`src/common/lsu_defines.svh`:
```
// Widths, RAM geometry and RV32 funct3 codes shared by the load/store unit
// RAM depth and word address bits must agree (2**LSU_RAM_AW == LSU_RAM_WORDS)
`ifndef LSU_DEFINES_SVH
`define LSU_DEFINES_SVH

`define LSU_XLEN 32

// Data RAM, word addressed
`define LSU_RAM_WORDS 256
`define LSU_RAM_AW 8

// Store funct3
`define RISCV_FUNCT3_SB 3'd0
`define RISCV_FUNCT3_SH 3'd1
`define RISCV_FUNCT3_SW 3'd2

// Load funct3
`define RISCV_FUNCT3_LB 3'd0
`define RISCV_FUNCT3_LH 3'd1
`define RISCV_FUNCT3_LW 3'd2
`define RISCV_FUNCT3_LBU 3'd4
`define RISCV_FUNCT3_LHU 3'd5

`endif

```
`src/common/lsu_pkg.sv`:
```
// Types shared by the load/store unit
// Word width follows LSU_XLEN from the defines header
`include "lsu_defines.svh"

package lsu_pkg;

  // One data or address word
  typedef logic [`LSU_XLEN-1:0] word_t;

  // Access size, taken from funct3[1:0]
  typedef enum logic [1:0] {
    SIZE_BYTE = 2'd0,
    SIZE_HALF = 2'd1,
    SIZE_WORD = 2'd2
  } lsu_size_e;

endpackage

```
`src/rtl/lsu_decode.sv`:
```
// Accepts one command at a time and holds its fields until the next one
// cmd_ready stays low from acceptance until the cycle after the response
`timescale 1ns/10ps
`include "lsu_defines.svh"

module lsu_decode
  import lsu_pkg::*;
(
  input  logic      clock,
  input  logic      rst_n,
  input  logic      cmd_valid,
  input  logic      cmd_store,
  input  logic [2:0] cmd_funct3,
  input  word_t     cmd_base,
  input  word_t     cmd_offset,
  input  word_t     cmd_wdata,
  input  logic      done,
  output logic      cmd_ready,
  output logic      go,
  output word_t     addr,
  output lsu_size_e size,
  output logic      sign,
  output logic      store,
  output word_t     wdata,
  output logic [2:0] funct3,
  output logic      misaligned
);

  logic      busy;
  logic      busy_next;
  logic      done_d;
  logic      accept;
  word_t     ea;
  lsu_size_e size_d;
  logic      misaligned_d;

  assign accept = cmd_valid && cmd_ready;
  assign ea     = cmd_base + cmd_offset;

  always_comb begin
    case (cmd_funct3)
      `RISCV_FUNCT3_LB, `RISCV_FUNCT3_LBU: size_d = SIZE_BYTE;
      `RISCV_FUNCT3_LH, `RISCV_FUNCT3_LHU: size_d = SIZE_HALF;
      default:                             size_d = SIZE_WORD;
    endcase
    misaligned_d = ((size_d == SIZE_HALF) && ea[0]) ||
                   ((size_d == SIZE_WORD) && (ea[1:0] != 2'b00));
  end

  // Busy ends one cycle after done so ready follows the response
  assign busy_next = accept ? 1'b1 : (done_d ? 1'b0 : busy);

  always_ff @(posedge clock or negedge rst_n) begin
    if (!rst_n) begin
      busy      <= 1'b0;
      done_d    <= 1'b0;
      cmd_ready <= 1'b0;
      go        <= 1'b0;
    end else begin
      busy      <= busy_next;
      done_d    <= done;
      cmd_ready <= !busy_next;
      go        <= accept;
    end
  end

  always_ff @(posedge clock) begin
    if (accept) begin
      addr       <= ea;
      size       <= size_d;
      sign       <= !cmd_store && !cmd_funct3[2] && (size_d != SIZE_WORD);
      store      <= cmd_store;
      wdata      <= cmd_wdata;
      funct3     <= cmd_funct3;
      misaligned <= misaligned_d;
    end
  end

  // Done only arrives for a command in flight
  a_done_when_busy: assert property (@(posedge clock) disable iff (!rst_n)
    done |-> busy);

endmodule

```
`config.mk`:
```
export PLATFORM = sky130hd
export DESIGN_NAME = lsu_decode
export DESIGN_NICKNAME = d
export VERILOG_FILES = /design/src/common/lsu_pkg.sv /design/src/rtl/lsu_decode.sv
export VERILOG_INCLUDE_DIRS = /design/src /design/src/common
export SDC_FILE = /design/constraint.sdc
export NUM_CORES = 1
export LEC_CHECK = 0
export BUFFER_PORTS_ARGS = -buffer_cell sky130_fd_sc_hd__buf_2
export CAP_MARGIN = 20
export CORE_MARGIN = 4
export CORE_UTILIZATION = 38
export DETAILED_ROUTE_END_ITERATION = 12
export PLACE_DENSITY = 0.69
export SLEW_MARGIN = 30
export SYNTH_ARGS = -nofsm -noshare
export SYNTH_HDL_FRONTEND = slang
export SYNTH_SLANG_ARGS = --single-unit
```
`constraint.sdc`:
```
create_clock -name clock -period 2.3 [get_ports clock]
set_input_delay 0 -clock clock [delete_from_list [all_inputs] [get_ports clock]]
set_output_delay 0 -clock clock [all_outputs]
set_load 0.02 [all_outputs]
```
; ---- Yosys cells after proc, flatten, opt, wreduce, memory -nomap -nowiden
; Cells that the tools add are included.
[classes]
n_addsub = 1
eq_ne = 6
n_mux = 3
reduce_logical = 13
[op_table]
columns = operator, n
row1 = adder 32 bit, 1
row2 = "== test 3 bit, second input constant", 2
row3 = logical AND 1 bit, 5
row4 = case mux 2 bit (2 select lines), 1
row5 = OR reduction 2 bit, 2
row6 = "== test 3 x 1 -> 1 bit, second input constant", 1
row7 = logical NOT 1 bit, 3
row8 = logical NOT 3 bit, 1
row9 = "== test 2 x 1 -> 1 bit, second input constant", 1
row10 = "== test 2 bit, second input constant", 1
row11 = two-way mux 1 bit, 2
row12 = "!= test 2 bit, second input constant", 1
row13 = nonzero test 2 bit, 1
row14 = logical OR 1 bit, 1
[totals]
regBits = 76
out_inout_bits = 74
word_cells = 34

; ---- Depth between registers and ports, before layout
[logic_depth]
depth_word = 6
ltp_mapped = 9
mapped_depth_nobuf = 9

; ---- Worst setup path after synthesis
; No wires, ideal clock.
[synth_path]
path_kind = reg-to-reg
startpoint = register cmd_ready
endpoint = register addr[0], enable pin
setup_time_ns = 0.427
arrival_time_ns = 1.947
t_required_ns = 1.873
slack_ns = -0.074
path_stages_with_launch = 3
path_buffers = 0
period_less_slack_ns = 2.374
path_cell_list = dfrtp_1 > nand2_1 > inv_1
[synth_via]
elab_chain_len = 1
[synth_lines]
columns = item, line
row1 = from (decl), lsu_decode.sv:18  ; output logic cmd_ready,
row2 = from (signal assigned), lsu_decode.sv:62  ; cmd_ready <= !busy_next;
row3 = logical AND 1 bit, lsu_decode.sv:37  ; assign accept = cmd_valid && cmd_ready;
row4 = net accept, lsu_decode.sv:32  ; logic accept;
row5 = to (signal assigned), lsu_decode.sv:69  ; addr <= ea;
row6 = to (decl), lsu_decode.sv:20  ; output word_t addr,
; The timed path passes the listed nets, and every way through them passes these cells.
; A chain may end at the register's enable or synchronous reset.

; ---- Worst setup path in the final report
[layout_path]
startpoint = input port cmd_base[0]
endpoint = register addr[28], data pin
[layout_via]
elab_chain_len = 1
[layout_lines]
columns = item, line
row1 = from (decl), lsu_decode.sv:14  ; input word_t cmd_base,
row2 = adder 32 bit, lsu_decode.sv:38  ; assign ea = cmd_base + cmd_offset;
row3 = net ea[28], lsu_decode.sv:33  ; word_t ea;
; The timed path passes the listed nets, and every way through them passes these cells.

==> results.tsv <==
metric	value	unit
Hold Crit Class	in2reg	
RR Startpoint	cmd_ready	
DRC	0	
post-synthesis async set-or-reset flop share	5.26	%
row count	37	
initial antenna violation count	0	
switching share of total power	30.0	%
I/O pin total	178	
maximum VDD drop	0.386	mV
Die ar.	12400	um2
CTS Buf Count	9	
area of the multi-input gates	1710	um2
hold slack	0.0313	ns
Remaining Overflow, GRT	0	
total of max-cap violations	0	
clock share of power	26.2	%
CP startpoint	cmd_base[0]	
pin count of the biggest net entering global routing	38	
leak pwr	2.64	nW
final cell count without fillers	709	
sequential share of the synthesized area	55.8	%
net switching power	1.14	mW
Worst Tran Pin Value	0.561	ns
Critical Setup Path Class	in2reg	
pwr dens	650	nW/um2
Die Height	111	um
H-tree Lvls	3	
R2R depth	3	
fin. max-slew vios	0	
min Tclk post-route	1.93	ns
Worst Setup Start Kind	primary input	
vias	3483	
Port Buffers	177	
utilization after layout	56.5	%
Commonest cells post-synth	edfxtp_1 (72), ha_1 (31), a21oi_1 (30)	
final net count	704	
combinational share of power	28.4	%
ANT nets after route	0	
count leader, synth	edfxtp_1	
layout cell share with drive strength beyond 1	39.3	%
diode count	0	
Crit Path Max Fanout	4	
Reg power frac	45.4	%
Post-synth EDFFs	72	
WP data required	2.38	ns
CP Capture Type	flop	
fmax	518	MHz
period utilization	84.0	%
initial core utilization	39.1	%
Reg clk slew, reported paths	0.08	ns
RSZ-0062 raised after global routing	no	
vias in the first global route	3549	
synth warn	0	
top post-synthesis cells by area	edfxtp_1 (53%), ha_1 (9.6%), a21oi_1 (3.7%)	
register-to-register setup slack	0.71	ns
total detailed-routing wirelength	10900	um
Synth cell types	52	
setup tns final	0	ns
Post-CTS Resized	0	
Final Setup Violations	0	
CTS sink cnt	76	
maximum clock path buffer count	2	
Final HPWL DP	8540	um
Synthesized Nets	463	
hold_sp	cmd_offset[0]	
Iter 0 DRT Violations	210	
Chip Width	111	um
Area Growth Syn to Fin	44.6	%
Mapped Cells	327	
GPL Wtd Cong	0.860	
Pre-antenna DRT Iters	4	
CORE AREA	10400	um2
global-route wire length before repair	17600	um
status	complete, no violations	
dominant synthesized flop cell	edfxtp_1	
fillers	889	
post-synthesis instance area	4050	um2
top cell type's share of synthesized area	53.3	%
Register Area	2260	um2
Mean Syn Cell Area	12.4	um2
Synth Register Bits	76	
final hold vios	0	
worst skew pair latency	0.33	ns
vias per cell	4.91	
Internal	2.67	mW
All-Layer GR Usage	17.6	%
clk_skew	0.00552	ns
post-synth top area cell	edfxtp_1	
placed cells	653	
clk root buf	clkbuf_8	
WP data arrival	2.02	ns
R2R Path End	addr[29]	
Routed WL per cell	15.4	um
Setup crit end	addr[28]	
CTS tree	done	
max_slew headroom	61.7	%
worst min-delay path by stage:
stage	to	cells past startpoint
floorplan	busy	0
global placement	go	1
detailed placement	busy	1
CTS	addr[0]	2
global route	addr[0]	2
finish	addr[0]	2
through the flow:
stage	area [um2]	total power [mW]	setup WS (ns)
finish	5860	3.81	0.368
CTS	5860	3.85	0.368
detailed placement	5260	2.79	0.000951
global route	5860	4.02	0.216
global placement	5260	2.77	0.0224
floorplan	4060	2.40	0.237
metal layers:
metal	global-route usage, %	vias to the layer above	share of wire, %
li1	-	1733	-
met1	21.0	1600	40
met2	32.0	137	52
met3	2.57	13	5.9
met4	6.24	0	1.6
met5	0	-	0
critical path: stages:
cell and delay (ns):
buf_2 0.10, ha_1 0.22, fa_1 0.40, a21o_1 0.21
a31o_1 0.26, nand3_1 0.12, a21oi_1 0.14, a21oi_1 0.30
o21ai_1 0.11, xor2_1 0.15
cells in the final DEF, fill, tap and decap left out, types with 9 or more instances in the layout:
cell           netlist  layout
a21oi_1             30      30
edfxtp_1            72      72
xnor2_1             13      13
xor2_1              15      15
buf_2                4     177
nand2_1             20      20
dlygate4sd3_1        0      40
a21o_1              19      19
ha_1                31      31
clkbuf_8             0       9
nor2_1              14      14
nand3_1             10      10
buf_4                0      23
power groups by stage:
stage          registers, mW  logic, mW  clock network [mW]
3_3_place_gp            1.76       1.01                   0
3_5_place_dp            1.76       1.03                   0
4_1_cts                 1.73       1.09                1.04
6_report                1.73       1.08               0.998
5_1_grt                 1.74       1.19                1.09
2_1_floorplan           1.92      0.474                   0
registers in the layout, summed over array words and instances (netlist names):
register and count:
addr 32, busy 1, cmd_ready 1, done_d 1
funct3 3, go 1, misaligned 1, sign 1
size 2, store 1, wdata 32
cells by family (layout without fill, tap and decap cells):
family | count (synthesis) | in the layout | share of synthesized area (%)
AOI/OAI and AO/OA | 99 | 99 | 17.3
xor gates and xnor gates | 28 | 28 | 6.05
adders and majority gates | 32 | 32 | 10.1
buffers and inverters | 21 | 267 | 2.07
DFF | 76 | 76 | 55.8
muxes | 2 | 2 | 0.494
and+or+nand+nor | 69 | 69 | 8.18
cell type report:
cell class | count | area share (%)
repair buffers | 241 | 25.2
inverters | 10 | 0.705
multi-input cells | 230 | 29.1
clock inverters | 6 | 1.24
well taps | 136 | 2.90
flip-flops and latches | 76 | 38.6
clock buffers | 10 | 2.18
timing repair:
action / CTS / global route
hold buffers: 40 / 0
endpoints found under the hold margin: 46 / 0
buffers inserted: 0 / 0
(Power assumes the default switching activity.)
