File: src/common/lsu_defines.svh
// Widths, RAM geometry and RV32 funct3 codes shared by the load/store unit
// RAM depth and word address bits must agree (2**LSU_RAM_AW == LSU_RAM_WORDS)
`ifndef LSU_DEFINES_SVH
`define LSU_DEFINES_SVH

`define LSU_XLEN 32

// Data RAM, word addressed
`define LSU_RAM_WORDS 256
`define LSU_RAM_AW 8

// Store funct3
`define RISCV_FUNCT3_SB 3'd0
`define RISCV_FUNCT3_SH 3'd1
`define RISCV_FUNCT3_SW 3'd2

// Load funct3
`define RISCV_FUNCT3_LB 3'd0
`define RISCV_FUNCT3_LH 3'd1
`define RISCV_FUNCT3_LW 3'd2
`define RISCV_FUNCT3_LBU 3'd4
`define RISCV_FUNCT3_LHU 3'd5

`endif

File: src/common/lsu_pkg.sv
// Types shared by the load/store unit
// Word width follows LSU_XLEN from the defines header
`include "lsu_defines.svh"

package lsu_pkg;

  // One data or address word
  typedef logic [`LSU_XLEN-1:0] word_t;

  // Access size, taken from funct3[1:0]
  typedef enum logic [1:0] {
    SIZE_BYTE = 2'd0,
    SIZE_HALF = 2'd1,
    SIZE_WORD = 2'd2
  } lsu_size_e;

endpackage

File: src/rtl/lsu_load_extend.sv
// Extracts and extends load data, then registers the response
// Stores and misaligned commands respond with zero data
`timescale 1ns/10ps
`include "lsu_defines.svh"

module lsu_load_extend
  import lsu_pkg::*;
(
  input  logic       clock,
  input  logic       rst_n,
  input  logic       done,
  input  logic       skip,
  input  logic       store,
  input  logic [2:0] funct3,
  input  logic [1:0] addr_low,
  input  word_t      rdata,
  output logic       rsp_valid,
  output word_t      rsp_rdata,
  output logic       rsp_misaligned
);

  logic [7:0]  byte_v;
  logic [15:0] half_v;
  word_t       ext;

  always_comb begin
    byte_v = rdata[8*addr_low +: 8];
    half_v = addr_low[1] ? rdata[31:16] : rdata[15:0];
    case (funct3)
      `RISCV_FUNCT3_LB:  ext = {{24{byte_v[7]}}, byte_v};
      `RISCV_FUNCT3_LBU: ext = {24'b0, byte_v};
      `RISCV_FUNCT3_LH:  ext = {{16{half_v[15]}}, half_v};
      `RISCV_FUNCT3_LHU: ext = {16'b0, half_v};
      default:           ext = rdata; // LW
    endcase
  end

  always_ff @(posedge clock or negedge rst_n) begin
    if (!rst_n) begin
      rsp_valid      <= 1'b0;
      rsp_misaligned <= 1'b0;
    end else begin
      rsp_valid      <= done;
      rsp_misaligned <= done && skip;
    end
  end

  always_ff @(posedge clock) begin
    if (done) begin
      rsp_rdata <= (skip || store) ? '0 : ext;
    end
  end

endmodule

File: config.mk
export PLATFORM = sky130hd
export DESIGN_NAME = lsu_load_extend
export DESIGN_NICKNAME = d
export VERILOG_FILES = /design/src/common/lsu_pkg.sv /design/src/rtl/lsu_load_extend.sv
export VERILOG_INCLUDE_DIRS = /design/src /design/src/common
export SDC_FILE = /design/constraint.sdc
export NUM_CORES = 1
export LEC_CHECK = 0
export ABC_AREA = 1
export BUFFER_PORTS_ARGS = -buffer_cell sky130_fd_sc_hd__buf_2
export CELL_PAD_IN_SITES_DETAIL_PLACEMENT = 1
export CELL_PAD_IN_SITES_GLOBAL_PLACEMENT = 1
export CORE_AREA = 3 3 81 83
export DETAILED_ROUTE_END_ITERATION = 12
export DIE_AREA = 0 0 84 86
export GPL_TIMING_DRIVEN = 0
export PLACE_DENSITY = 0.79
export SLEW_MARGIN = 20
export SYNTH_ARGS = -nofsm -noshare
export SYNTH_HDL_FRONTEND = slang
export SYNTH_SLANG_ARGS = --single-unit
File: constraint.sdc
create_clock -name clock -period 0.8 [get_ports clock]
set_input_delay 0 -clock clock [delete_from_list [all_inputs] [get_ports clock]]
set_output_delay 0 -clock clock [all_outputs]
set_load 0.005 [all_outputs]
== Word-level counts from Yosys, hierarchy flattened ==
Cells that the tools add are included.

* Eq/ne operators: 3
* Shift operators: 1
* Multiplexer cells: 2
* Reduce and logical (&&, ||, !) cells: 3

{| class="wikitable"
|+ Operators with widths
! cell !! number
|-
| 32-bit one-hot mux with 4 select lines || 1
|-
| 32-bit by 6-bit indexed part select with 8-bit output || 1
|-
| 16-bit two-way mux || 1
|-
| 3-bit equality test, second input constant || 2
|-
| 3-bit by 1-bit equality test with 1-bit output, second input constant || 1
|-
| 3-bit zero test || 1
|-
| 1-bit logical AND || 1
|-
| 1-bit logical OR || 1
|}

* Register bits: 34
* Input bits: 42
* Logic and storage cells: 12

== Logic depth before layout (Yosys ltp) ==
Gate-level depths: netlist of the first run.

* Depth after elaboration: 2
* Mapped depth: 9
* Gate-level depth less buffers: 8

== Least setup slack after synthesis of the first run ==
OpenSTA, ideal clock, no wires.

* Path type: input to register
* Start point: in addr_low[1]
* End point: reg rsp_rdata[3] (data pin)
* Library setup time: 0.254 ns
* Data arrival time: 0.753 ns
* Path slack: -0.207 ns
* Stages on the path: 6
* Buffers on the path: 1
* Path through: buf_2 or2_2 o21ai_0 nand2_1 a21oi_1 nor2_1

* Cells in the longest elaborated chain, start to end: 2
* Elaborated cells between the ends (all ways): 3
* Classes of those cells: 1 x shift; 2 x mux

{| class="wikitable"
|+ RTL lines
! what !! RTL line !! text
|-
| start, declared || lsu_load_extend.sv:15 || <nowiki>input logic [1:0] addr_low,</nowiki>
|-
| 32-bit by 6-bit indexed part select with 8-bit output or 16-bit two-way mux (tied branches) || lsu_load_extend.sv:27, lsu_load_extend.sv:28 ||
|-
| 32-bit one-hot mux with 4 select lines (*) || lsu_load_extend.sv:29 || <nowiki>case (funct3)</nowiki>
|-
| end signal, assigned || lsu_load_extend.sv:50 || <nowiki>rsp_rdata <= (skip || store) ? '0 : ext;</nowiki>
|-
| end, declared || lsu_load_extend.sv:18 || <nowiki>output word_t rsp_rdata,</nowiki>
|}

Every way passes the cells marked *; elsewhere a longest branch is shown, timed or not.
A chain may end at the register's enable or synchronous reset.

== Worst setup path in the final report of the first run ==
* Start point: reg rsp_rdata[6]
* End point: out rsp_rdata[6]

No word-level cell between the ends.

==> results.toml, run 1 <==
[power_and_ir_drop]
p_clk_frac = 0.284
power.switching_mw = 1.23
power_density_mw_per_mm2 = 1490
ir_drop_mv = 0.733
totalPowerFinal_mw = 4.35
power_frac_seq = 0.486
combPwrFrac = 0.230
sw_frac_of_total = 0.283
p_leak_nw = 1.51
intPower_mw = 3.12

[die]
rows = 28
die_w_microns = 84
dieArea_sq_mm = 0.00722
start_util = 0.336
io_pins = 76
die_h_microns = 86
core_sq_mm = 0.00592

[logic_synthesis]
ys_warn_count = 0
syn_avg_cell_area_sq_um = 7.70
synth_seq_area_share = 0.509
synth_top_cell_area_share = 0.484
synth_cells = 258
synth_top_family_by_area = "simple AND/OR/NAND/NOR gates"
syn-num-nets = 300
synth_area_leader_cell = "edfxtp_1"
yosys_register_bits = 34
muxShareOfSynthArea = 0
synth_area_leaders = "edfxtp_1 48%, nand2_1 14%, nand3_1 7.1%"
netlist_area_sq_mm = 0.00199
synth.distinct_cells = 21
synth_compound_area_frac = 0.0982
synth_xor_xnor_area_share = 0
yosys.area_share.simple = 0.288
synth-adder-area-share = 0

[clock_tree]
clockBufferDepth = 2
tritoncts = "built"
cts_buffers = 5
htreeDepth = 2
clockRootBuffer = "clkbuf_8"
clk_pin_slew_worst_paths_ns = 0.07
clock-sinks = 34

[timing]
period_share = 1.01
fin_crit_ns = 0.809
rsz0062_at_grt = "true"
setup_slack_ns = -0.00924
finalHoldViolCount = 0
setup_tns_ns = -0.0223
worstMarginPinSlew_ns = 0.716
max_freq_mhz = 1240
final_max_slew_viol_count = 0
setup_viol = 3
holdWs_ns = 0.0207
slew_headroom = 0.522

[routing]
wl_mm = 6.49
vias = 2047
wl_per_cell_microns = 15.2
via_per_inst = 4.81
drtPass1Iterations = 4
drt-initial-drc-count = 79
ant_nets = 0
drc = 0

[grt]
grt_overflow = 0
grt_max_degree = 35
antenna_found_initial = 0
grt_use_total = 0.179
grt_pass1_wl_mm = 10.1
grt_pass1_vias = 2087

[setup_path]
worst_setup_path_start_kind = "register"
slowest_stage = "edfxtp_1"
slowest_delay_ns = 0.38
worstSetupPathType = "register to primary output"
path_delay_family = "flip-flops"
arrival_ns = 0.81
path_buf_inv = 1
crit_chain = "buf_2"
critPathMaxFanout = 1
worstPathRequired_ns = 0.80
cp-end-kind = "primary output"

[final_layout]
final_cell_mix = "71 x buf_2, 69 x nand2_1, 32 x edfxtp_1"
diodes = 0
syn_to_final_growth_pct = 46.6
fillCellCount = 758
final_area_sq_mm = 0.00291
final_common_cell = "buf_2"
drive_gt1_frac = 0.425
finalNetCount = 392
final_util = 0.492
final_cells = 426

[placed_design]
dpl_worst_slack_ns = -0.588
dp.cells = 406
hpwl_mm = 4.90
gp_congestion = 0.858
post_dp_cell_area_sq_mm = 0.00256
port_buffers = 73

[run]
cap_viol_max_count = 0

[run_status]
outcome = "finished, violations left"
violations = "setup timing"

[hold_path]
hold_path.class = "input port to asynchronous set/reset pin"
-- cell families after synthesis --
kind of cell / Yosys count
AND/OR/NAND/NOR: 137
buffers and inverters: 50
AO/OA/AOI/OAI: 37
flip-flops: 34
-- final cells by class --
cell class / count / area, sq um / area share
buffer: 14 / 121 / 0.0417
clock buffer: 5 / 68.8 / 0.0236
clock inverter: 3 / 16.3 / 0.00558
inverter: 36 / 154 / 0.0528
multi-input combinational: 174 / 931 / 0.320
sequential: 34 / 1010 / 0.347
tap: 75 / 93.8 / 0.0322
timing repair buffer: 85 / 517 / 0.177
-- repair_timing --
action                     CTS  global route
pin swaps                    3             6
hold endpoints to repair     3             0
hold buffers                 2             0
gates cloned                 3             1
setup endpoints to repair   35            52
resized for setup           16            36
setup buffers                1             5
-- path summary, 6_finish.rpt --
kind	depth (start not counted)	to	start
max in group asynchronous	2	rsp_valid	rst_n
min in group clock	5	rsp_rdata[30]	rdata[30]
worst min-delay path	2	rsp_misaligned	rst_n
worst max-delay path	1	rsp_rdata[6]	rsp_rdata[6]
-- synth_stat cells --
cell type	number
o211ai_1	2
nor3_1	1
nand2_2	3
buf_4	2
buf_2	4
clkbuf_1	6
nand3_1	28
inv_2	2
o21ai_1	2
inv_1	34
o21ai_0	13
or2_2	5
nand2_1	76
dfrtp_1	2
edfxtp_1	32
nor2_2	1
buf_6	1
a21oi_1	18
o21a_1	2
nor2_1	23
buf_1	1
-- flip-flops by register name (all words and copies together) (netlist names) --
register / cells
rsp_valid: 1
rsp_misaligned: 1
rsp_rdata: 32
-- power groups by stage --
stage          registers [mW]  logic, mW  clock network (mW)
6_report                 2.12       1.00                1.24
5_1_grt                  2.13       1.10                1.33
3_3_place_gp             2.15      0.841                   0
4_1_cts                  2.12      0.921                1.26
2_1_floorplan            2.18      0.432                   0
3_5_place_dp             2.16      0.870                   0
-- layer usage --
metal  vias to the layer above  wire [microns]  part of all wire  global-route usage
met1                       968            2710              0.42               0.215
met2                        56            3340              0.52               0.322
met3                         9             289             0.045              0.0259
li1                       1014               -                 -                   -
met5                         -               0                 0                   0
met4                         0             146             0.022              0.0731
Power figures use the tool's default switching activity.
==> inputs of run 2 (changes only) <==
SETUP_SLACK_MARGIN = 0.3   (was unset)
==> run 2 against run 1 <==
The flow finishes with violations (hold timing, setup timing). Largest power group unchanged. Largest cell class is now multi-input combinational cells. Utilization increased by 9.2 points. Critical endpoint is now rsp_rdata[9]. Clock-buffer cell count up 1. Flip-flop and latch count stayed put. Clock power increased by 3%. First-iteration DRC count up 56%. Critical path depth is 8 higher.
==> results.toml, run 2 (synthesis results as in run 1) <==
[power_and_ir_drop]
power_frac_seq = 0.441
power.switching_mw = 1.51
intPower_mw = 3.30
combPwrFrac = 0.291
sw_frac_of_total = 0.314
p_clk_frac = 0.268
p_leak_nw = 1.70
power_density_mw_per_mm2 = 1390
ir_drop_mv = 0.747

[timing]
finalHoldViolCount = 1
setup_slack_ns = -0.0962
period_share = 1.12
setup_viol = 36
final_max_slew_viol_count = 0
max_freq_mhz = 1120
fin_crit_ns = 0.896
worstMarginPinSlew_ns = 0.475
holdWs_ns = -0.0974
rsz0062_at_grt = "true"
slew_headroom = 0.683

[final_layout]
largest_registers = "rsp_rdata: 32 flops, rsp_misaligned: 1 flops, rsp_valid: 1 flops"
final_area_sq_mm = 0.00345
syn_to_final_growth_pct = 73.9
diodes = 0
final_util = 0.583
final_cell_mix = "68 x buf_2, 56 x nand2_1, 32 x edfxtp_1"
largest_reg_flops = 32
finalNetCount = 407
fillCellCount = 677
regMostFlops = "rsp_rdata"
drive_gt1_frac = 0.571
final_common_cell = "buf_2"

[die]
io_pins = 76
core_sq_mm = 0.00592
die_h_microns = 86
rows = 28
dieArea_sq_mm = 0.00722
start_util = 0.336
die_w_microns = 84

[routing]
drt-initial-drc-count = 123
ant_nets = 0
drtPass1Iterations = 4
via_per_inst = 5.32
drc = 0
wl_mm = 9.11
wl_per_cell_microns = 20.7
vias = 2344

[grt]
grt_max_degree = 35
antenna_found_initial = 0
grt_pass1_wl_mm = 12.7
grt_use_total = 0.228
grt_pass1_vias = 2331
grt_overflow = 0

[setup_path]
arrival_ns = 1.05
slowest_stage = "buf_12"
cp-end-kind = "register"
worst_setup_path_start_kind = "input port"
slowest_delay_ns = 0.18
critPathMaxFanout = 7
crit_chain = "buf_12 > clkinv_8 > nand2_4 > nand3_4 > nand2_4 > nand2_8 > buf_12 > buf_4 > a21oi_2"
worstSetupPathType = "input port to register"
path_delay_family = "buffers and inverters"
path_buf_inv = 4
worstPathRequired_ns = 0.95

[run_status]
outcome = "finished, violations left"
violations = "hold timing, setup timing"

[run]
cap_viol_max_count = 0

[clock_tree]
ctsHoldBuffers = 1
clockRootBuffer = "clkbuf_8"
tritoncts = "built"
htreeDepth = 2
clk_pin_slew_worst_paths_ns = 0.08
clock-sinks = 34
cts_buffers = 5
clockBufferDepth = 2

[hold_path]
hold_path.class = "input port to register"

[placed_design]
hpwl_mm = 4.92
gp_congestion = 0.831
port_buffers = 73
post_dp_cell_area_sq_mm = 0.00259
-- run 2: cell types whose count changed in the layout (fill, tap and decap cells not counted), moves of 7 or more --
| cell | before | now |
|---|---|---|
| nand3_1 | 17 | 10 |
| a21oi_2 | 4 | 14 |
| a21oi_1 | 14 | 1 |
| buf_6 | 7 | 17 |
| inv_1 | 28 | 21 |
| nand3_4 | 0 | 7 |
| nand2_1 | 69 | 56 |
-- run 2: power groups by stage --
stage                     registers, mW  logic (mW)  clock network, mW
after floorplan                    2.18       0.448                  0
after global placement             2.15       0.859                  0
after detailed placement           2.16       0.886                  0
after CTS                          2.12        1.16               1.26
after global routing               2.13        1.49               1.37
final                              2.12        1.40               1.28
-- run 2: cell type report --
cell class                      count  area [sq um]  share of cell area
Multi-Input combinational cell    174          1230               0.357
Sequential cell                    34          1010               0.293
Timing Repair Buffer              100           716               0.207
Inverter                           36           164              0.0474
Buffer                             14           155              0.0449
Tap cell                           75          93.8              0.0272
Clock buffer                        6          72.6              0.0210
Clock inverter                      2          8.76             0.00254
-- run 2: timing repair --
item / in CTS / in global routing
endpoints found under the hold margin: 3 / 1
setup endpoints to repair: 99 / 66
pin swaps: 22 / 15
resized for setup: 95 / 45
buffers inserted: 12 / 10
gates cloned: 4 / 0
-- run 2: worst paths after layout --
| kind | end | cells past startpoint | slack, ns | from |
|---|---|---|---|---|
| max | rsp_rdata[9] | 9 | -0.1 | addr_low[1] |
| min | rsp_misaligned | 3 | -0.1 | skip |
| max in group asynchronous | rsp_valid | 2 | 0.69 | rst_n |
| min in group asynchronous | rsp_misaligned | 2 | 0.02 | rst_n |
-- run 2: stage by stage --
step | std cells | worst slack, ns | setup TNS [ns] | total power [mW] | hold slack, ns
finish | 441 | -0.0962 | -1.10 | 4.80 | -0.0974
global route | 441 | -0.124 | -2.66 | 4.99 | -0.0866
CTS | 431 | -0.0245 | -0.0984 | 4.53 | -0.0977
detailed placement | 406 | -0.450 | -18.26 | 3.04 | -0.214
global placement | 406 | -0.394 | -16.42 | 3.01 | -0.215
floorplan | 258 | -0.0772 | -1.31 | 2.63 | -0.296
-- run 2: per-layer routing --
layer	wire, microns	global-route usage	vias to the layer above	share of wire
li1	-	-	1045	-
met1	3390	0.268	1139	0.37
met2	4730	0.405	117	0.52
met3	528	0.0384	43	0.058
met4	465	0.107	0	0.051
met5	0	0	-	0
==> inputs of run 3 (changes only) <==
CAP_MARGIN = 20   (was unset)
clock period = 1 ns   (was 0.8 ns; I/O delays follow)
==> run 3 against run 2 <==
The run now ends clean. Highest routed layer unchanged. Largest power group unchanged. Final cell count decreased by 2.5%. Critical endpoint is now rsp_rdata[5]. Clock-buffer cell count is the same. Sequential share of layout area rose by 3.6 points. Largest cell class unchanged. Die area stayed put.
==> results.toml, run 3 (synthesis results as in run 1) <==
[die]
die_h_microns = 86
die_w_microns = 84
start_util = 0.336
dieArea_sq_mm = 0.00722
rows = 28
core_sq_mm = 0.00592
io_pins = 76

[setup_path]
worstPathRequired_ns = 1.04
critPathMaxFanout = 6
worst_setup_path_start_kind = "input port"
slowest_stage = "or2_4"
crit_chain = "buf_12 > buf_8 > or2_4 > o21ai_2 > nand2_1 > a21oi_2 > nor2_2"
arrival_ns = 0.88
slowest_delay_ns = 0.25
worstSetupPathType = "input port to register"
cp-end-kind = "register"

[power_and_ir_drop]
p_leak_nw = 1.55
power.switching_mw = 1.02
ir_drop_mv = 0.460
sw_frac_of_total = 0.287
power_frac_seq = 0.475
intPower_mw = 2.54
p_clk_frac = 0.273
combPwrFrac = 0.252
power_density_mw_per_mm2 = 1160

[clock_tree]
clock-sinks = 34
cts_buffers = 5
htreeDepth = 2
clockBufferDepth = 2
tritoncts = "built"
clockRootBuffer = "clkbuf_8"
clk_pin_slew_worst_paths_ns = 0.06

[routing]
via_per_inst = 4.99
vias = 2146
wl_per_cell_microns = 16.6
drt-initial-drc-count = 141
wl_mm = 7.14
ant_nets = 0
drtPass1Iterations = 4
drc = 0

[final_layout]
final_cell_mix = "70 x buf_2, 64 x nand2_1, 32 x edfxtp_1"
drive_gt1_frac = 0.468
finalNetCount = 396
final_common_cell = "buf_2"
regMostFlops = "rsp_rdata"
final_cells = 430
diodes = 0
largest_registers = "rsp_rdata: 32 flops, rsp_misaligned: 1 flops, rsp_valid: 1 flops"
largest_reg_flops = 32
syn_to_final_growth_pct = 54.8

[placed_design]
gp_congestion = 0.846
dp.cells = 406
port_buffers = 73
hpwl_mm = 4.81

[run]
cap_viol_max_count = 0

[grt]
grt_overflow = 0
antenna_found_initial = 0
grt_use_total = 0.192
grt_max_degree = 35
grt_pass1_wl_mm = 11.0
grt_pass1_vias = 2216

[hold_path]
hold_path.class = "input port to asynchronous set/reset pin"

[run_status]
outcome = "completed"

[timing]
fin_crit_ns = 0.838
setup_viol = 0
setup_tns_ns = 0
worstMarginPinSlew_ns = 0.423
period_share = 0.838
final_max_slew_viol_count = 0
max_freq_mhz = 1190
finalHoldViolCount = 0
slew_headroom = 0.718
rsz0062_at_grt = "true"
[run 3: layout make-up]
type / instances / area, sq um
clock inverters: 2 / 10.0
inverters: 36 / 154
repair buffers: 89 / 562
fillers: 729 / 2850
clock buffers: 6 / 72.6
flip-flops and latches: 34 / 1010
multi-input cells: 174 / 1040
plain buffers: 14 / 128
well taps: 75 / 93.8
[run 3: critical path: cells and delay by family]
family          cells  cell delay, ns
simple gates        3            0.39
buf+inv             2            0.25
compound gates      2            0.24
[run 3: routing by layer]
metal	global-route usage	share of wire
met1	0.237	0.40
met2	0.343	0.52
met3	0.0327	0.059
met4	0.0599	0.025
met5	0	0
[run 3: path summary, 6_finish.rpt]
| check | startpoint | end | cells past startpoint |
|---|---|---|---|
| max in group asynchronous | rst_n | rsp_valid | 2 |
| min in group clock | done | rsp_valid | 1 |
| setup / recovery | addr_low[1] | rsp_rdata[5] | 7 |
| hold / removal | rst_n | rsp_misaligned | 2 |
[run 3: timing repair]
action	CTS	global route
endpoints found under the setup margin	91	66
hold buffers	2	0
resized for setup	31	49
pin swaps	11	14
endpoints found under the hold margin	3	0
setup buffers	9	1
cloned	4	0
[run 3: power groups by stage]
stage	registers [mW]	clock network, mW	logic (mW)
after CTS	1.69	0.993	0.796
after floorplan	1.74	0	0.349
after detailed placement	1.73	0	0.698
final	1.69	0.971	0.896
after global routing	1.71	1.05	0.982
after global placement	1.72	0	0.676
[run 3: metrics by stage]
stage,setup WS (ns),power [mW],instance area (sq um),hold slack (ns),util
after floorplan,0.122,2.09,2100,-0.296,-
after global placement,-0.344,2.40,2560,-0.215,0.433
after detailed placement,-0.404,2.42,2560,-0.213,0.433
after CTS,0.194,3.48,2890,0.0341,0.489
after global routing,0.131,3.74,3080,0.0457,0.519
final,0.162,3.56,3080,0.0333,0.519
