===== config.mk =====
export PLATFORM = sky130hd
export DESIGN_NAME = lsu_wb_master
export DESIGN_NICKNAME = d
export VERILOG_FILES = /design/src/common/lsu_pkg.sv /design/src/rtl/lsu_store_align.sv /design/src/rtl/lsu_wb_master.sv
export VERILOG_INCLUDE_DIRS = /design/src /design/src/common
export SDC_FILE = /design/constraint.sdc
export NUM_CORES = 1
export LEC_CHECK = 0
export BUFFER_PORTS_ARGS = -buffer_cell sky130_fd_sc_hd__buf_4
export CAP_MARGIN = 10
export CORE_MARGIN = 10
export CORE_UTILIZATION = 40
export CTS_CLUSTER_DIAMETER = 200
export CTS_CLUSTER_SIZE = 16
export DETAILED_ROUTE_END_ITERATION = 12
export GPL_ROUTABILITY_DRIVEN = 0
export PLACE_DENSITY = 0.8
export RECOVER_POWER = 100
export SYNTH_ARGS = -nofsm -noshare
export SYNTH_HDL_FRONTEND = slang
export SYNTH_SLANG_ARGS = --single-unit

===== constraint.sdc =====
create_clock -name clock -period 7 [get_ports clock]
set_clock_uncertainty 0.05 [all_clocks]
set_input_delay 0.35 -clock clock [delete_from_list [all_inputs] [get_ports clock]]
set_output_delay 0.35 -clock clock [all_outputs]
set_load 0.01 [all_outputs]

===== src/common/lsu_defines.svh =====
// Widths, RAM geometry and RV32 funct3 codes shared by the load/store unit
// RAM depth and word address bits must agree (2**LSU_RAM_AW == LSU_RAM_WORDS)
`ifndef LSU_DEFINES_SVH
`define LSU_DEFINES_SVH

`define LSU_XLEN 32

// Data RAM, word addressed
`define LSU_RAM_WORDS 256
`define LSU_RAM_AW 8

// Store funct3
`define RISCV_FUNCT3_SB 3'd0
`define RISCV_FUNCT3_SH 3'd1
`define RISCV_FUNCT3_SW 3'd2

// Load funct3
`define RISCV_FUNCT3_LB 3'd0
`define RISCV_FUNCT3_LH 3'd1
`define RISCV_FUNCT3_LW 3'd2
`define RISCV_FUNCT3_LBU 3'd4
`define RISCV_FUNCT3_LHU 3'd5

`endif


===== src/common/lsu_pkg.sv =====
// Types shared by the load/store unit
// Word width follows LSU_XLEN from the defines header
`include "lsu_defines.svh"

package lsu_pkg;

  // One data or address word
  typedef logic [`LSU_XLEN-1:0] word_t;

  // Access size, taken from funct3[1:0]
  typedef enum logic [1:0] {
    SIZE_BYTE = 2'd0,
    SIZE_HALF = 2'd1,
    SIZE_WORD = 2'd2
  } lsu_size_e;

endpackage


===== src/rtl/lsu_store_align.sv =====
// Places store data on its byte lanes and builds the byte select
// Purely combinational, a load gives an all-zero select
`timescale 1ns/10ps
`include "lsu_defines.svh"

module lsu_store_align
  import lsu_pkg::*;
(
  input  logic       store,
  input  logic [2:0] funct3,
  input  word_t      wdata,
  input  logic [1:0] addr_low,
  output word_t      lane_data,
  output logic [3:0] lane_sel
);

  word_t      byte_data;
  word_t      half_data;
  logic [3:0] byte_sel;
  logic [3:0] half_sel;

  always_comb begin
    case (addr_low)
      2'b00: byte_data = {24'b0, wdata[7:0]};
      2'b01: byte_data = {16'b0, wdata[7:0], 8'b0};
      2'b10: byte_data = {8'b0, wdata[7:0], 16'b0};
      default: byte_data = {wdata[7:0], 24'b0};
    endcase
    byte_sel = {3'b000, store} << addr_low;
  end

  always_comb begin
    if (addr_low[1]) begin
      half_data = {wdata[15:0], 16'b0}; // Upper half
      half_sel  = {{2{store}}, 2'b00};
    end else begin
      half_data = {16'b0, wdata[15:0]};
      half_sel  = {2'b00, {2{store}}};
    end
  end

  always_comb begin
    case (funct3)
      `RISCV_FUNCT3_SB: begin
        lane_data = byte_data;
        lane_sel  = byte_sel;
      end
      `RISCV_FUNCT3_SH: begin
        lane_data = half_data;
        lane_sel  = half_sel;
      end
      default: begin // SW and anything else
        lane_data = wdata;
        lane_sel  = {4{store}};
      end
    endcase
  end

endmodule


===== src/rtl/lsu_wb_master.sv =====
// Runs one Wishbone classic cycle per aligned command, none when misaligned
// Read data is valid on rdata only in the cycle done is high
`timescale 1ns/10ps

module lsu_wb_master
  import lsu_pkg::*;
(
  input  logic       clock,
  input  logic       rst_n,
  input  logic       go,
  input  logic       misaligned,
  input  logic       store,
  input  logic [2:0] funct3,
  input  word_t      addr,
  input  word_t      wdata,
  input  logic       wb_ack,
  input  word_t      wb_dat_r,
  output logic       wb_cyc,
  output logic       wb_stb,
  output logic       wb_we,
  output word_t      wb_adr,
  output logic [3:0] wb_sel,
  output word_t      wb_dat_w,
  output logic       done,
  output word_t      rdata,
  output logic       skip
);

  typedef enum logic {
    IDLE,
    BUS
  } state_e;

  state_e     state;
  logic       start;
  logic       finish;
  word_t      lane_data;
  logic [3:0] lane_sel;

  lsu_store_align lsu_store_align_inst (
    .store     (store),
    .funct3    (funct3),
    .wdata     (wdata),
    .addr_low  (addr[1:0]),
    .lane_data (lane_data),
    .lane_sel  (lane_sel)
  );

  assign start  = (state == IDLE) && go && !misaligned;
  assign finish = (state == BUS) && wb_ack;
  assign skip   = (state == IDLE) && go && misaligned;
  assign done   = skip || finish;
  assign rdata  = finish ? wb_dat_r : '0; // Taken straight off the bus on ack

  assign wb_cyc = (state == BUS);
  assign wb_stb = (state == BUS);

  always_ff @(posedge clock or negedge rst_n) begin
    if (!rst_n) begin
      state <= IDLE;
      wb_we <= 1'b0;
    end else if (start) begin
      state <= BUS;
      wb_we <= store;
    end else if (finish) begin
      state <= IDLE;
      wb_we <= 1'b0;
    end
  end

  // Held for the whole cycle
  always_ff @(posedge clock) begin
    if (start) begin
      wb_adr   <= {addr[31:2], 2'b00};
      wb_sel   <= store ? lane_sel : 4'hf;
      wb_dat_w <= lane_data;
    end
  end

  a_go_when_idle: assert property (@(posedge clock) disable iff (!rst_n)
    go |-> state == IDLE);

  // Slave answers one cycle after stb is first seen
  a_ack_next_cycle: assert property (@(posedge clock) disable iff (!rst_n)
    wb_stb && !wb_ack |=> wb_ack);

endmodule


=== Yosys cells after proc, flatten, opt, wreduce, memory -nomap -nowiden ===
Cells that the tools add are included.

* Equal/unequal tests: 3
* Shifts and indexed selects: 1
* Muxes and demuxes: 9
* Bitwise operators: 1
* Reduce and logical (&&, ||, !) cells: 9

{| class="wikitable"
|+ Operators by type and width
! cell !! count
|-
| 32-bit case mux with 3 select lines || 1
|-
| 32-bit two-way mux || 2
|-
| 32-bit case mux with 2 select lines || 1
|-
| 4-bit case mux with 2 select lines || 1
|-
| 1-bit logical AND || 4
|-
| 4-bit two-way mux || 1
|-
| 1-bit by 2-bit left shift with 4-bit output || 1
|-
| 3-bit by 1-bit == test with 1-bit output, second input constant || 1
|-
| 3-bit zero test || 1
|-
| 1-bit two-way mux || 3
|-
| 2-bit by 1-bit == test with 1-bit output, second input constant || 1
|-
| 2-bit == test, second input constant || 1
|-
| 2-bit zero test || 1
|-
| 2-bit nonzero test || 1
|-
| 1-bit zero test || 1
|-
| 1-bit logical OR || 1
|-
| 1-bit inverter || 1
|}

* Bits in registers: 68
* Bits of input ports: 105
* Output and inout port bits: 105
* Logic and storage cells: 28

=== Longest topological paths before layout ===
Gate-level depths: netlist of run 1.

* Depth after elaboration: 4
* Gate-level depth with buffers: 5
* Mapped depth without buffers: 3

=== Cells and area by module ===
Synthesis of run 1 repeated with hierarchy kept, for this count alone.

* Cell total of the unflattened synthesis: 202
* Area, all modules: 2919.0 um^2

{| class="wikitable"
|+ By module, submodules not included
! module !! times used !! cells each !! area each (um^2) !! sequential area each (um^2)
|-
| lsu_wb_master || 1 || 123 || 2386.0 || 2031.9
|-
| lsu_store_align || 1 || 79 || 533.0 || 0.0
|}

=== Worst setup path before layout of run 1 ===
OpenSTA, ideal clock, no wires.

* Kind: register to register
* Start: reg state, in the netlist wb_cyc
* End: reg wb_we
* Setup time: 374 ps
* Arrival time: 6079 ps
* Required time: 6576 ps
* Setup slack: 497 ps
* Cell stages (with the launch flop): 4
* Path buffers: 1
* Period minus slack after synthesis: 6503 ps
* Path through: dfrtp_1 -> clkbuf_1 -> nor3b_1 -> o21ai_0

* Longest elaborated chain between the ends: 4
* Elaborated cells between the ends (all ways): 6
* Classes of those cells: mux (1); bitwise (1); reduce/logical (4)

{| class="wikitable"
|+ Ends and longest elaborated chain
! item !! line !! RTL
|-
| start, declared || lsu_wb_master.sv:34 || <nowiki>state_e state;</nowiki>
|-
| start signal, assigned || lsu_wb_master.sv:60 || <nowiki>state <= IDLE;</nowiki>
|-
| start signal, assigned || lsu_wb_master.sv:63 || <nowiki>state <= BUS;</nowiki>
|-
| start signal, assigned || lsu_wb_master.sv:66 || <nowiki>state <= IDLE;</nowiki>
|-
| 1-bit inverter (*) || lsu_wb_master.sv:49 || <nowiki>assign start = (state == IDLE) && go && !misaligned;</nowiki>
|-
| 1-bit logical AND (*) (2 in series) || lsu_wb_master.sv:49 ||
|-
| via start || lsu_wb_master.sv:35 || <nowiki>logic start;</nowiki>
|-
| 1-bit two-way mux or 2-bit nonzero test (tied branches) || n/a ||
|-
| end signal, assigned || lsu_wb_master.sv:64 || <nowiki>wb_we <= store;</nowiki>
|-
| end, declared || lsu_wb_master.sv:20 || <nowiki>output logic wb_we,</nowiki>
|}

Mark *: on every way through the listed nets, which the timed path passes. The rest lies on a longest branch.
A chain may end at the register's enable or synchronous reset.

=== Worst setup path after layout of run 1 ===
* Start: reg state, in the netlist wb_cyc
* End: out done

* Longest elaborated chain between the ends: 4
* Elaborated cells between the ends (all ways): 5
* Classes of those cells: bitwise (1); reduce/logical (4)

{| class="wikitable"
|+ Ends and longest elaborated chain
! item !! line !! RTL
|-
| 1-bit inverter || lsu_wb_master.sv:51 || <nowiki>assign skip = (state == IDLE) && go && misaligned;</nowiki>
|-
| 1-bit logical AND (2 in series) || lsu_wb_master.sv:51 ||
|-
| 1-bit logical OR (*) || lsu_wb_master.sv:52 || <nowiki>assign done = skip || finish;</nowiki>
|-
| end, declared || lsu_wb_master.sv:24 || <nowiki>output logic done,</nowiki>
|}

Mark *: on every way between the ends. The rest lies on a longest branch, timed or not.

==> results of run 1 <==
## registers in the layout (all words and copies together) (netlist names)
signal and flops:
wb_we 1, wb_cyc 1, wb_dat_w 32, wb_adr 30, wb_sel 4
## placed cells by master (no fill, tap or decap), drive strengths merged
cell type and n:
a21o 2, a21oi 8, a22o 8, a32oi 8
and2 8, and2b 1, and3 32, and3b 2
buf 73, bufinv 2, clkbuf 145, clkinv 5
conb 2, dfrtp 2, dlygate4sd3 1, edfxtp 66
inv 2, nand2 11, nor2 10, nor2b 1
nor3 1, nor3b 2, o211ai 4, o21ai 18
or2 2
## power by group through the flow
stage          sequential (µW)  combinational (µW)  clock, µW
2_1_floorplan              499                51.3          0
3_3_place_gp               490                 155          0
3_5_place_dp               491                 159          0
4_1_cts                    482                 161        356
5_1_grt                    484                 147        375
6_report                   482                 134        349
## routing by layer
layer	vias up	global-route usage
li1	1195	-
met1	1169	0.212
met2	125	0.327
met3	11	0.0558
met4	0	0.0696
met5	-	0
## final timing paths
check,startpoint,end,slack (ns),cells after the start
setup / recovery,wb_cyc,done,4.79,3
hold / removal,addr[12],wb_adr[12],0.16,1
setup reg to reg,wb_cyc,wb_adr[7],4.80,2
hold reg to reg,wb_we,wb_we,0.50,2
max in group asynchronous,rst_n,wb_we,6.48,2
min in group asynchronous,rst_n,wb_cyc,0.29,2
## final cells by class
cell class	instances	area (µm²)
Tap cell	96	120
Fill cell	661	2600
Multi-Input combinational cell	120	721
Sequential cell	68	2030
Inverter	2	7.51
Timing Repair Buffer	210	1180
Clock buffer	9	124
Clock inverter	7	91.3
## per-stage QoR
| step | hold slack, ns | instance area [µm²] | power (µW) | utilization | cells |
|---|---|---|---|---|---|
| 6_report | 0.156 | 4270 | 965 | 0.622 | 512 |
| 2_1_floorplan | 0.00441 | 2860 | 551 | - | 208 |
| 3_3_place_gp | 0.0830 | 4470 | 645 | 0.650 | 495 |
| 4_1_cts | 0.114 | 4690 | 999 | 0.683 | 512 |
| 3_5_place_dp | 0.0858 | 4470 | 650 | 0.650 | 495 |
| 5_1_grt | 0.136 | 4270 | 1010 | 0.622 | 512 |
## cell families after synthesis
family / Yosys count
flops: 68
buf+inv: 20
other cells: 1
simple gates: 70
compound gates: 48
## what timing repair did
item | 4_1_cts | 5_1_grt
hold buffers | 1 | 0
endpoints found under the setup margin | 0 | 0
setup buffers | 0 | 0
endpoints found under the hold margin | 2 | 0
==> impl_metrics.py, run 1 <==
metrics = {
    "logic_synthesis": {
        "syn_area_um2": 2860,
        "async_flop_share": 0.0294,
        "yosys.area_share.simple": 0.143,
        "synth_common_cells": "edfxtp_1 (66), and3_1 (32), o21ai_0 (17)",
        "synth_area_per_cell_um2": 13.8,
        "synth_xor_area_frac": 0,
        "synth_edf_count": 66,
        "synth_compound_gate_area_share": 0.110,
        "yosys.area.top_type": "edfxtp_1",
        "synthCells": 207,
        "synth-adder-area-share": 0,
        "synth_top_area_frac": 0.694,
        "muxShareOfSynthArea": 0,
        "synth_top_family_by_area": "simple AND/OR/NAND/NOR gates",
        "yosysUniqueCellTypes": 28,
        "synth_ff_type": "edfxtp_1",
        "yosys_warnings": 0,
        "synth.most_common_cell": "edfxtp_1",
        "netlist_top_cells_area": "edfxtp_1 (69%), and3_1 (7.0%), o21ai_0 (3.0%)",
        "ys_ff_latch": 68,
        "seq_area_frac_synth": 0.711,
    },
    "setup_path": {
        "cp.buffers_inverters": 1,
        "startpoint_type": "flip-flop",
        "end_kind": "output pin",
        "worstSetupPathType": "reg2out",
        "worstPathRequired_ns": 6.60,
        "crit_chain": "and3b_1 > a21o_1 > clkbuf_1",
        "path_delay_family": "flip-flops",
        "critical-path-max-stage-delay_ns": 0.92,
        "crit_fanout": 39,
        "worstPathArrival_ns": 1.81,
        "slowest_stage": "dfrtp_1",
    },
    "sta": {
        "setup_viol": 0,
        "post-route-period-util": 0.316,
        "slew-limit-headroom": 0.315,
        "tns_ns": 0,
        "hold_viol": 0,
        "fmax_mhz": 453,
        "finalWorstSetupSlack_ns": 4.79,
        "slew_viol_final": 0,
        "tightest_slew_ns": 1.03,
        "finalCriticalPeriod_ns": 2.21,
        "rsz0062_at_grt": "no",
    },
    "flow_run": {
        "drv_cap": 0,
    },
    "routing": {
        "via_count": 2500,
        "routedWlPerCell_um": 21.0,
        "wl_met3_um": 830,
        "drtAntennaViolNets": 0,
        "drc": 0,
        "routed_via_density": 4.88,
        "wl_met1_um": 4200,
        "wl_met2_um": 5580,
        "drtIter0Drc": 162,
        "highest_layer": "met4",
        "drtPass1Iterations": 4,
        "drt_wl_total_um": 10800,
    },
    "cts": {
        "clkSlewWorstSetupHoldPaths_ns": 0.07,
        "cts_buffer_depth": 2,
        "clock_tree.root_cell": "clkbuf_8",
        "h-tree-depth": 3,
        "cts_tree": "yes",
        "insertion_delay_ns": 0.34,
        "cts_buffers": 9,
        "clock_sinks": 68,
        "postCtsResizedCells": 0,
    },
    "global_routing": {
        "overflow": 0,
        "grt_pass1_wl_um": 15900,
        "antenna_found_initial": 0,
        "grt_pass1_vias": 2586,
        "grt_use_total": 0.188,
        "grt_max_degree": 70,
    },
    "power_and_ir_drop": {
        "leakage_uw": 0.00172,
        "internal_power_uw": 733,
        "p_comb_frac": 0.139,
        "p_sw_frac": 0.240,
        "power_switching_uw": 232,
        "power_frac_seq": 0.499,
        "ir_drop_mv": 0.131,
        "clkPwrFrac": 0.362,
        "p_per_area_nw_per_um2": 226,
    },
    "floorplanning": {
        "die_w_um": 105,
        "rows": 30,
        "start_util": 0.416,
        "io_pins": 210,
        "coreArea_um2": 6870,
        "die_area_um2": 10900,
        "die_h_um": 105,
    },
    "layout": {
        "synthToLayoutAreaGrowth_pct": 49.6,
        "diodes": 0,
        "drive_gt1_frac": 0.286,
        "nNetsFinal": 516,
    },
    "place": {
        "hpwl_um": 8470,
        "dpl_worst_slack_ns": 4.88,
        "numPortBuffers": 207,
    },
    "min_path": {
        "hold_path.class": "in2reg",
    },
    "status": {
        "status": "completed",
    },
}
Note: power is estimated with default switching activity, not from simulation.
==> run 2: changes to the inputs <==
--- a/config.mk
+++ b/config.mk
@@ -9,12 +9,12 @@
 export BUFFER_PORTS_ARGS = -buffer_cell sky130_fd_sc_hd__buf_4
 export CAP_MARGIN = 10
 export CORE_MARGIN = 10
-export CORE_UTILIZATION = 40
+export CORE_UTILIZATION = 36
 export CTS_CLUSTER_DIAMETER = 200
 export CTS_CLUSTER_SIZE = 16
 export DETAILED_ROUTE_END_ITERATION = 12
 export GPL_ROUTABILITY_DRIVEN = 0
-export PLACE_DENSITY = 0.8
+export PLACE_DENSITY = 0.77
 export RECOVER_POWER = 100
 export SYNTH_ARGS = -nofsm -noshare
 export SYNTH_HDL_FRONTEND = slang
==> constraint.sdc (replaced) <==
create_clock -name clock -period 2 [get_ports clock]
set_clock_uncertainty 0.05 [all_clocks]
set_input_delay 0.1 -clock clock [delete_from_list [all_inputs] [get_ports clock]]
set_output_delay 0.1 -clock clock [all_outputs]
set_load 0.01 [all_outputs]
==> run 2 against run 1 <==
- sequential power grew to 3.5 times the previous value
- cell area grew 9.9%
- largest cell class unchanged
- sequential share of layout area shrank 4.3 points
- die area grew 8.9%
- register-to-register slack lost 4.5 ns
- cell count grew 9.6%
- critical path type is now reg2reg
- flip-flop and latch count is the same
- wire length grew 8.0%
- utilization shrank 1.5 points
- count of clock-buffer cells in the layout is the same
==> impl_metrics.py, run 2 (synthesis results as in run 1) <==
metrics = {
    "status": {
        "status": "completed",
    },
    "setup_path": {
        "startpoint_type": "flip-flop",
        "crit_fanout": 54,
        "worstPathArrival_ns": 1.67,
        "r2r_cells": 2,
        "worstSetupPathType": "reg2reg",
        "end_kind": "flip-flop",
        "r2r_slack_ns": 0.26,
        "r2r-start": "wb_cyc",
        "worstPathRequired_ns": 1.93,
        "rr_endpoint": "wb_adr[28]",
    },
    "layout": {
        "top_regs": "wb_dat_w x32, wb_adr x30, wb_sel x4",
        "diodes": 0,
        "fin_area_um2": 4690,
        "largest_reg_flops": 32,
        "final_common_cell": "clkbuf_1",
        "final_cell_mix": "clkbuf_1 (106), buf_4 (76), edfxtp_1 (66), dlygate4sd3_1 (40), and3_1 (32)",
        "finish.utilization": 0.608,
        "drive_gt1_frac": 0.275,
        "seqCellArea_um2": 2030,
        "synthToLayoutAreaGrowth_pct": 64.3,
        "multi_input_area_um2": 726,
        "largest-register": "wb_dat_w",
        "fillers": 708,
        "nNetsFinal": 559,
    },
    "routing": {
        "routed_via_density": 4.86,
        "routedWlPerCell_um": 20.7,
        "drc": 0,
        "via_count": 2727,
        "drtIter0Drc": 231,
        "drtPass1Iterations": 4,
        "drt_wl_total_um": 11600,
        "drtAntennaViolNets": 0,
    },
    "sta": {
        "slew-limit-headroom": 0.457,
        "rsz0062_at_grt": "no",
        "tightest_slew_ns": 0.814,
        "post-route-period-util": 0.870,
        "finalWorstSetupSlack_ns": 0.260,
        "setup_viol": 0,
        "fmax_mhz": 575,
        "hold_viol": 0,
        "finalCriticalPeriod_ns": 1.74,
        "slew_viol_final": 0,
    },
    "floorplanning": {
        "io_pins": 210,
        "die_h_um": 109,
        "start_util": 0.370,
        "coreArea_um2": 7730,
        "die_w_um": 109,
        "die_area_um2": 11900,
        "rows": 32,
    },
    "power_and_ir_drop": {
        "p_per_area_nw_per_um2": 717,
        "leakage_uw": 0.00189,
        "internal_power_uw": 2510,
        "power_switching_uw": 858,
        "clkPwrFrac": 0.335,
        "p_sw_frac": 0.255,
        "p_comb_frac": 0.168,
        "design_power_total_uw": 3370,
        "power_frac_seq": 0.496,
        "ir_drop_mv": 0.388,
    },
    "min_path": {
        "holdPathStages": 2,
        "hold_path.class": "in2reg",
        "hold_path_startpoint": "wdata[6]",
        "whs_endpoint": "wb_dat_w[6]",
    },
    "global_routing": {
        "antenna_found_initial": 0,
        "overflow": 0,
        "grt_pass1_vias": 2851,
        "grt_max_degree": 55,
        "grt_pass1_wl_um": 16800,
        "grt_use_total": 0.187,
    },
    "cts": {
        "post_cts_buffers": 0,
        "h-tree-depth": 3,
        "cts_hold_buf": 39,
        "postCtsResizedCells": 0,
        "clkSlewWorstSetupHoldPaths_ns": 0.08,
        "cts_buffers": 9,
        "clock_tree.root_cell": "clkbuf_8",
        "cts_tree": "yes",
        "insertion_delay_ns": 0.34,
        "cts_buffer_depth": 2,
        "clock_sinks": 68,
    },
    "place": {
        "dpl_worst_slack_ns": 0.648,
        "hpwl_um": 8710,
        "numPortBuffers": 207,
        "placed_area_um2": 4520,
    },
    "flow_run": {
        "drv_cap": 0,
    },
}
## run 2: cell count changes in the layout (fill, tap and decap cells not counted), sizes merged
cell,change
clkinvlp,+2
bufinv,-1
inv,+1
buf,+3
clkinv,-2
clkbuf,+1
dlygate4sd3,+39
## run 2: layout make-up
cell class,count,area share
inverter,2,0.00160
clock buffer,9,0.0264
multi-input combinational,120,0.155
clock inverter,7,0.0163
timing repair buffer,253,0.341
tap,102,0.0272
sequential,68,0.433
## run 2: power groups by stage
stage | clock (µW) | sequential [µW] | combinational, µW
floorplan | 0 | 1740 | 186
global placement | 0 | 1700 | 576
detailed placement | 0 | 1700 | 590
CTS | 1140 | 1670 | 657
global route | 1200 | 1680 | 617
finish | 1130 | 1670 | 567
## run 2: worst max-delay path: stages (launching register included)
cell      delay (ns)
dfrtp_1         0.39
nor3b_1         0.26
clkbuf_4        0.67
## run 2: worst max path at each step
stage | start | to | slack [ns] | cells past startpoint
3_3_place_gp | wb_cyc | wb_adr[26] | 0.69 | 2
5_1_grt | wb_cyc | wb_we | 0.14 | 4
2_1_floorplan | wb_cyc | wb_adr[10] | -0.82 | 2
3_5_place_dp | wb_cyc | done | 0.65 | 4
4_1_cts | wb_cyc | done | 0.27 | 4
6_report | wb_cyc | wb_adr[28] | 0.26 | 2
## run 2: routing by layer
metal,global-route usage,wire length [µm],vias up
met5,0,0,-
met4,0.0932,384,0
met3,0.0643,1150,26
met2,0.328,6050,137
met1,0.196,4040,1286
li1,-,-,1278
## run 2: per-stage QoR
step                      TNS, ns  hold WS, ns  instances
final                           0       0.0204        561
after detailed placement        0       -0.166        505
after global placement          0       -0.167        505
after CTS                       0      0.00856        560
after global routing            0      0.00507        561
after floorplan            -55.27       -0.246        208
==> run 3: changes to the inputs <==
--- a/config.mk
+++ b/config.mk
@@ -8,14 +8,14 @@
 export LEC_CHECK = 0
 export BUFFER_PORTS_ARGS = -buffer_cell sky130_fd_sc_hd__buf_4
 export CAP_MARGIN = 10
-export CORE_MARGIN = 10
-export CORE_UTILIZATION = 36
+export CORE_UTILIZATION = 37
 export CTS_CLUSTER_DIAMETER = 200
 export CTS_CLUSTER_SIZE = 16
 export DETAILED_ROUTE_END_ITERATION = 12
 export GPL_ROUTABILITY_DRIVEN = 0
-export PLACE_DENSITY = 0.77
+export PLACE_DENSITY = 0.78
 export RECOVER_POWER = 100
 export SYNTH_ARGS = -nofsm -noshare
 export SYNTH_HDL_FRONTEND = slang
+export SYNTH_HIERARCHICAL = 1
 export SYNTH_SLANG_ARGS = --single-unit
==> run 3 against run 2 <==
- critical path depth grew 2
- combinational power shrank 5.6%
- setup slack lost 0.026 ns
- synthesized cell count shrank 2.4%
- critical endpoint is now done
- sequential power is essentially flat
- utilization grew 0.77 points
- worst hold slack lost 0.0088 ns
- critical path type is now reg2out
- cell area grew 0.75%
- maximum frequency shrank 1.5%
==> impl_metrics.py, run 3 <==
metrics = {
    "floorplanning": {
        "coreArea_um2": 7690,
        "start_util": 0.380,
        "die_h_um": 90.8,
        "die_w_um": 90.8,
        "io_pins": 210,
        "die_area_um2": 8250,
        "rows": 32,
    },
    "place": {
        "placed_area_um2": 4540,
        "hpwl_um": 6140,
        "numPortBuffers": 207,
        "placed_cells": 500,
    },
    "layout": {
        "instances_no_fill": 554,
        "multi_input_area_um2": 781,
        "seqCellArea_um2": 2030,
        "largest-register": "wb_dat_w",
        "finish.utilization": 0.615,
        "fin_area_um2": 4730,
        "largest_reg_flops": 32,
        "top_regs": "wb_dat_w x32, wb_adr x30, wb_sel x4",
        "synthToLayoutAreaGrowth_pct": 62.0,
        "nNetsFinal": 552,
        "fillers": 739,
        "final_cell_mix": "clkbuf_1 (106), buf_4 (75), edfxtp_1 (66), dlygate4sd3_1 (38), and3_1 (33)",
        "drive_gt1_frac": 0.288,
        "final_common_cell": "clkbuf_1",
        "diodes": 0,
    },
    "routing": {
        "wl_met2_um": 4700,
        "routed_via_density": 4.81,
        "drtPass1Iterations": 4,
        "wl_met3_um": 605,
        "drtIter0Drc": 142,
        "wl_met1_um": 3670,
        "routedWlPerCell_um": 16.5,
        "highest_layer": "met4",
        "drc": 0,
        "drt_wl_total_um": 9120,
        "drtAntennaViolNets": 0,
        "via_count": 2663,
    },
    "cts": {
        "clock_sinks": 68,
        "cts_buffers": 9,
        "cts_tree": "yes",
        "postCtsResizedCells": 0,
        "clock_tree.root_cell": "clkbuf_8",
        "h-tree-depth": 3,
        "clkSlewWorstSetupHoldPaths_ns": 0.08,
        "cts_buffer_depth": 2,
        "insertion_delay_ns": 0.34,
    },
    "logic_synthesis": {
        "seq_area_frac_synth": 0.696,
        "synth.most_common_cell": "edfxtp_1",
        "yosys.area.top_type": "edfxtp_1",
        "syn_area_um2": 2920,
        "yosysUniqueCellTypes": 31,
        "synth_area_per_cell_um2": 14.5,
        "synthCells": 202,
        "synth_top_area_frac": 0.679,
        "netlist_top_cells_area": "edfxtp_1 (68%), and3_1 (7.1%), and2_1 (3.6%)",
        "async_flop_share": 0.0294,
        "yosys_warnings": 6,
        "synth_edf_count": 66,
        "synth_ff_type": "edfxtp_1",
        "ys_ff_latch": 68,
        "synth_common_cells": "edfxtp_1 (66), and3_1 (33), o21ai_0 (19)",
    },
    "sta": {
        "tightest_slew_ns": 1.10,
        "hold_viol": 0,
        "slew-limit-headroom": 0.257,
        "slew_viol_final": 0,
        "fmax_mhz": 566,
        "post-route-period-util": 0.883,
        "setup_viol": 0,
        "finalCriticalPeriod_ns": 1.77,
        "rsz0062_at_grt": "no",
    },
    "global_routing": {
        "overflow": 0,
        "grt_pass1_wl_um": 13600,
        "grt_use_total": 0.218,
        "grt_max_degree": 67,
        "grt_pass1_vias": 2618,
        "antenna_found_initial": 0,
    },
    "flow_run": {
        "drv_cap": 0,
    },
    "setup_path": {
        "r2r_slack_ns": 0.31,
        "worstSetupPathType": "reg2out",
        "worstPathArrival_ns": 1.62,
        "end_kind": "output pin",
        "startpoint_type": "flip-flop",
        "crit_fanout": 36,
        "worstPathRequired_ns": 1.85,
    },
    "power_and_ir_drop": {
        "ir_drop_mv": 0.321,
        "p_per_area_nw_per_um2": 733,
        "leakage_uw": 0.00192,
    },
    "min_path": {
        "hold_path.class": "in2reg",
    },
    "status": {
        "status": "completed",
    },
}
## run 3: cell count changes after synthesis, sizes merged, moves of 7 or more
cell and change:
a32oi -8, clkbuf -7, a21oi -8, a221o +8, nor2 -7, and2 +10
## run 3: cell families after synthesis
logic type | count (synthesis) | synth area share
buffers and inverters | 16 | 0.0381
other | 1 | 0.00128
AOI/OAI and AO/OA | 39 | 0.0956
and+or+nand+nor | 76 | 0.162
muxes | 2 | 0.00686
DFF | 68 | 0.696
## run 3: worst max-delay path, stage by stage, from the launching register on
cell and delay (ns):
dfrtp_1 0.46, buf_4 0.32, and3b_1 0.23, a21o_1 0.15, clkbuf_1 0.12
## run 3: repair_timing
item / CTS / global route
hold buffers: 37 / 1
endpoints found under the hold margin: 37 / 1
setup buffers: 0 / 0
## run 3: worst paths after layout
kind                           from  depth (start not counted)      endpoint
setup / recovery             wb_cyc                          4          done
hold / removal             wdata[7]                          2  wb_dat_w[23]
setup reg to reg             wb_cyc                          2    wb_adr[10]
hold reg to reg               wb_we                          2         wb_we
max in group asynchronous     rst_n                          3        wb_cyc
min in group asynchronous     rst_n                          3         wb_we
## run 3: stage by stage
stage               TNS (ns)  worst slack, ns  total power (µW)  hold WS, ns
floorplan              -8.43           -0.128              1920       -0.246
global placement           0            0.420              2240       -0.166
detailed placement         0            0.375              2260       -0.166
CTS                        0            0.196              3560      0.00323
global route               0            0.105              3600      0.00121
finish                     0            0.234              3460       0.0117
## run 3: area by class of cell
cell class	count	area share
Tap cell	102	0.0270
Clock buffer	9	0.0262
Clock inverter	7	0.0209
Timing Repair Buffer	249	0.331
Multi-Input combinational cell	119	0.165
Sequential cell	68	0.430
## run 3: power by group
group / internal [µW] / leakage (µW) / switching, µW / total, µW
clock network: 710 / 0.000110 / 551 / 1260
logic: 278 / 0.00117 / 257 / 535
registers: 1650 / 0.000637 / 22.3 / 1670
total: 2630 / 0.00192 / 830 / 3460
## run 3: metal layers
| layer | vias to the layer above | track usage |
|---|---|---|
| met5 | - | 0 |
| met4 | 0 | 0.0860 |
| met3 | 12 | 0.0614 |
| met2 | 127 | 0.378 |
| met1 | 1273 | 0.255 |
| li1 | 1251 | - |
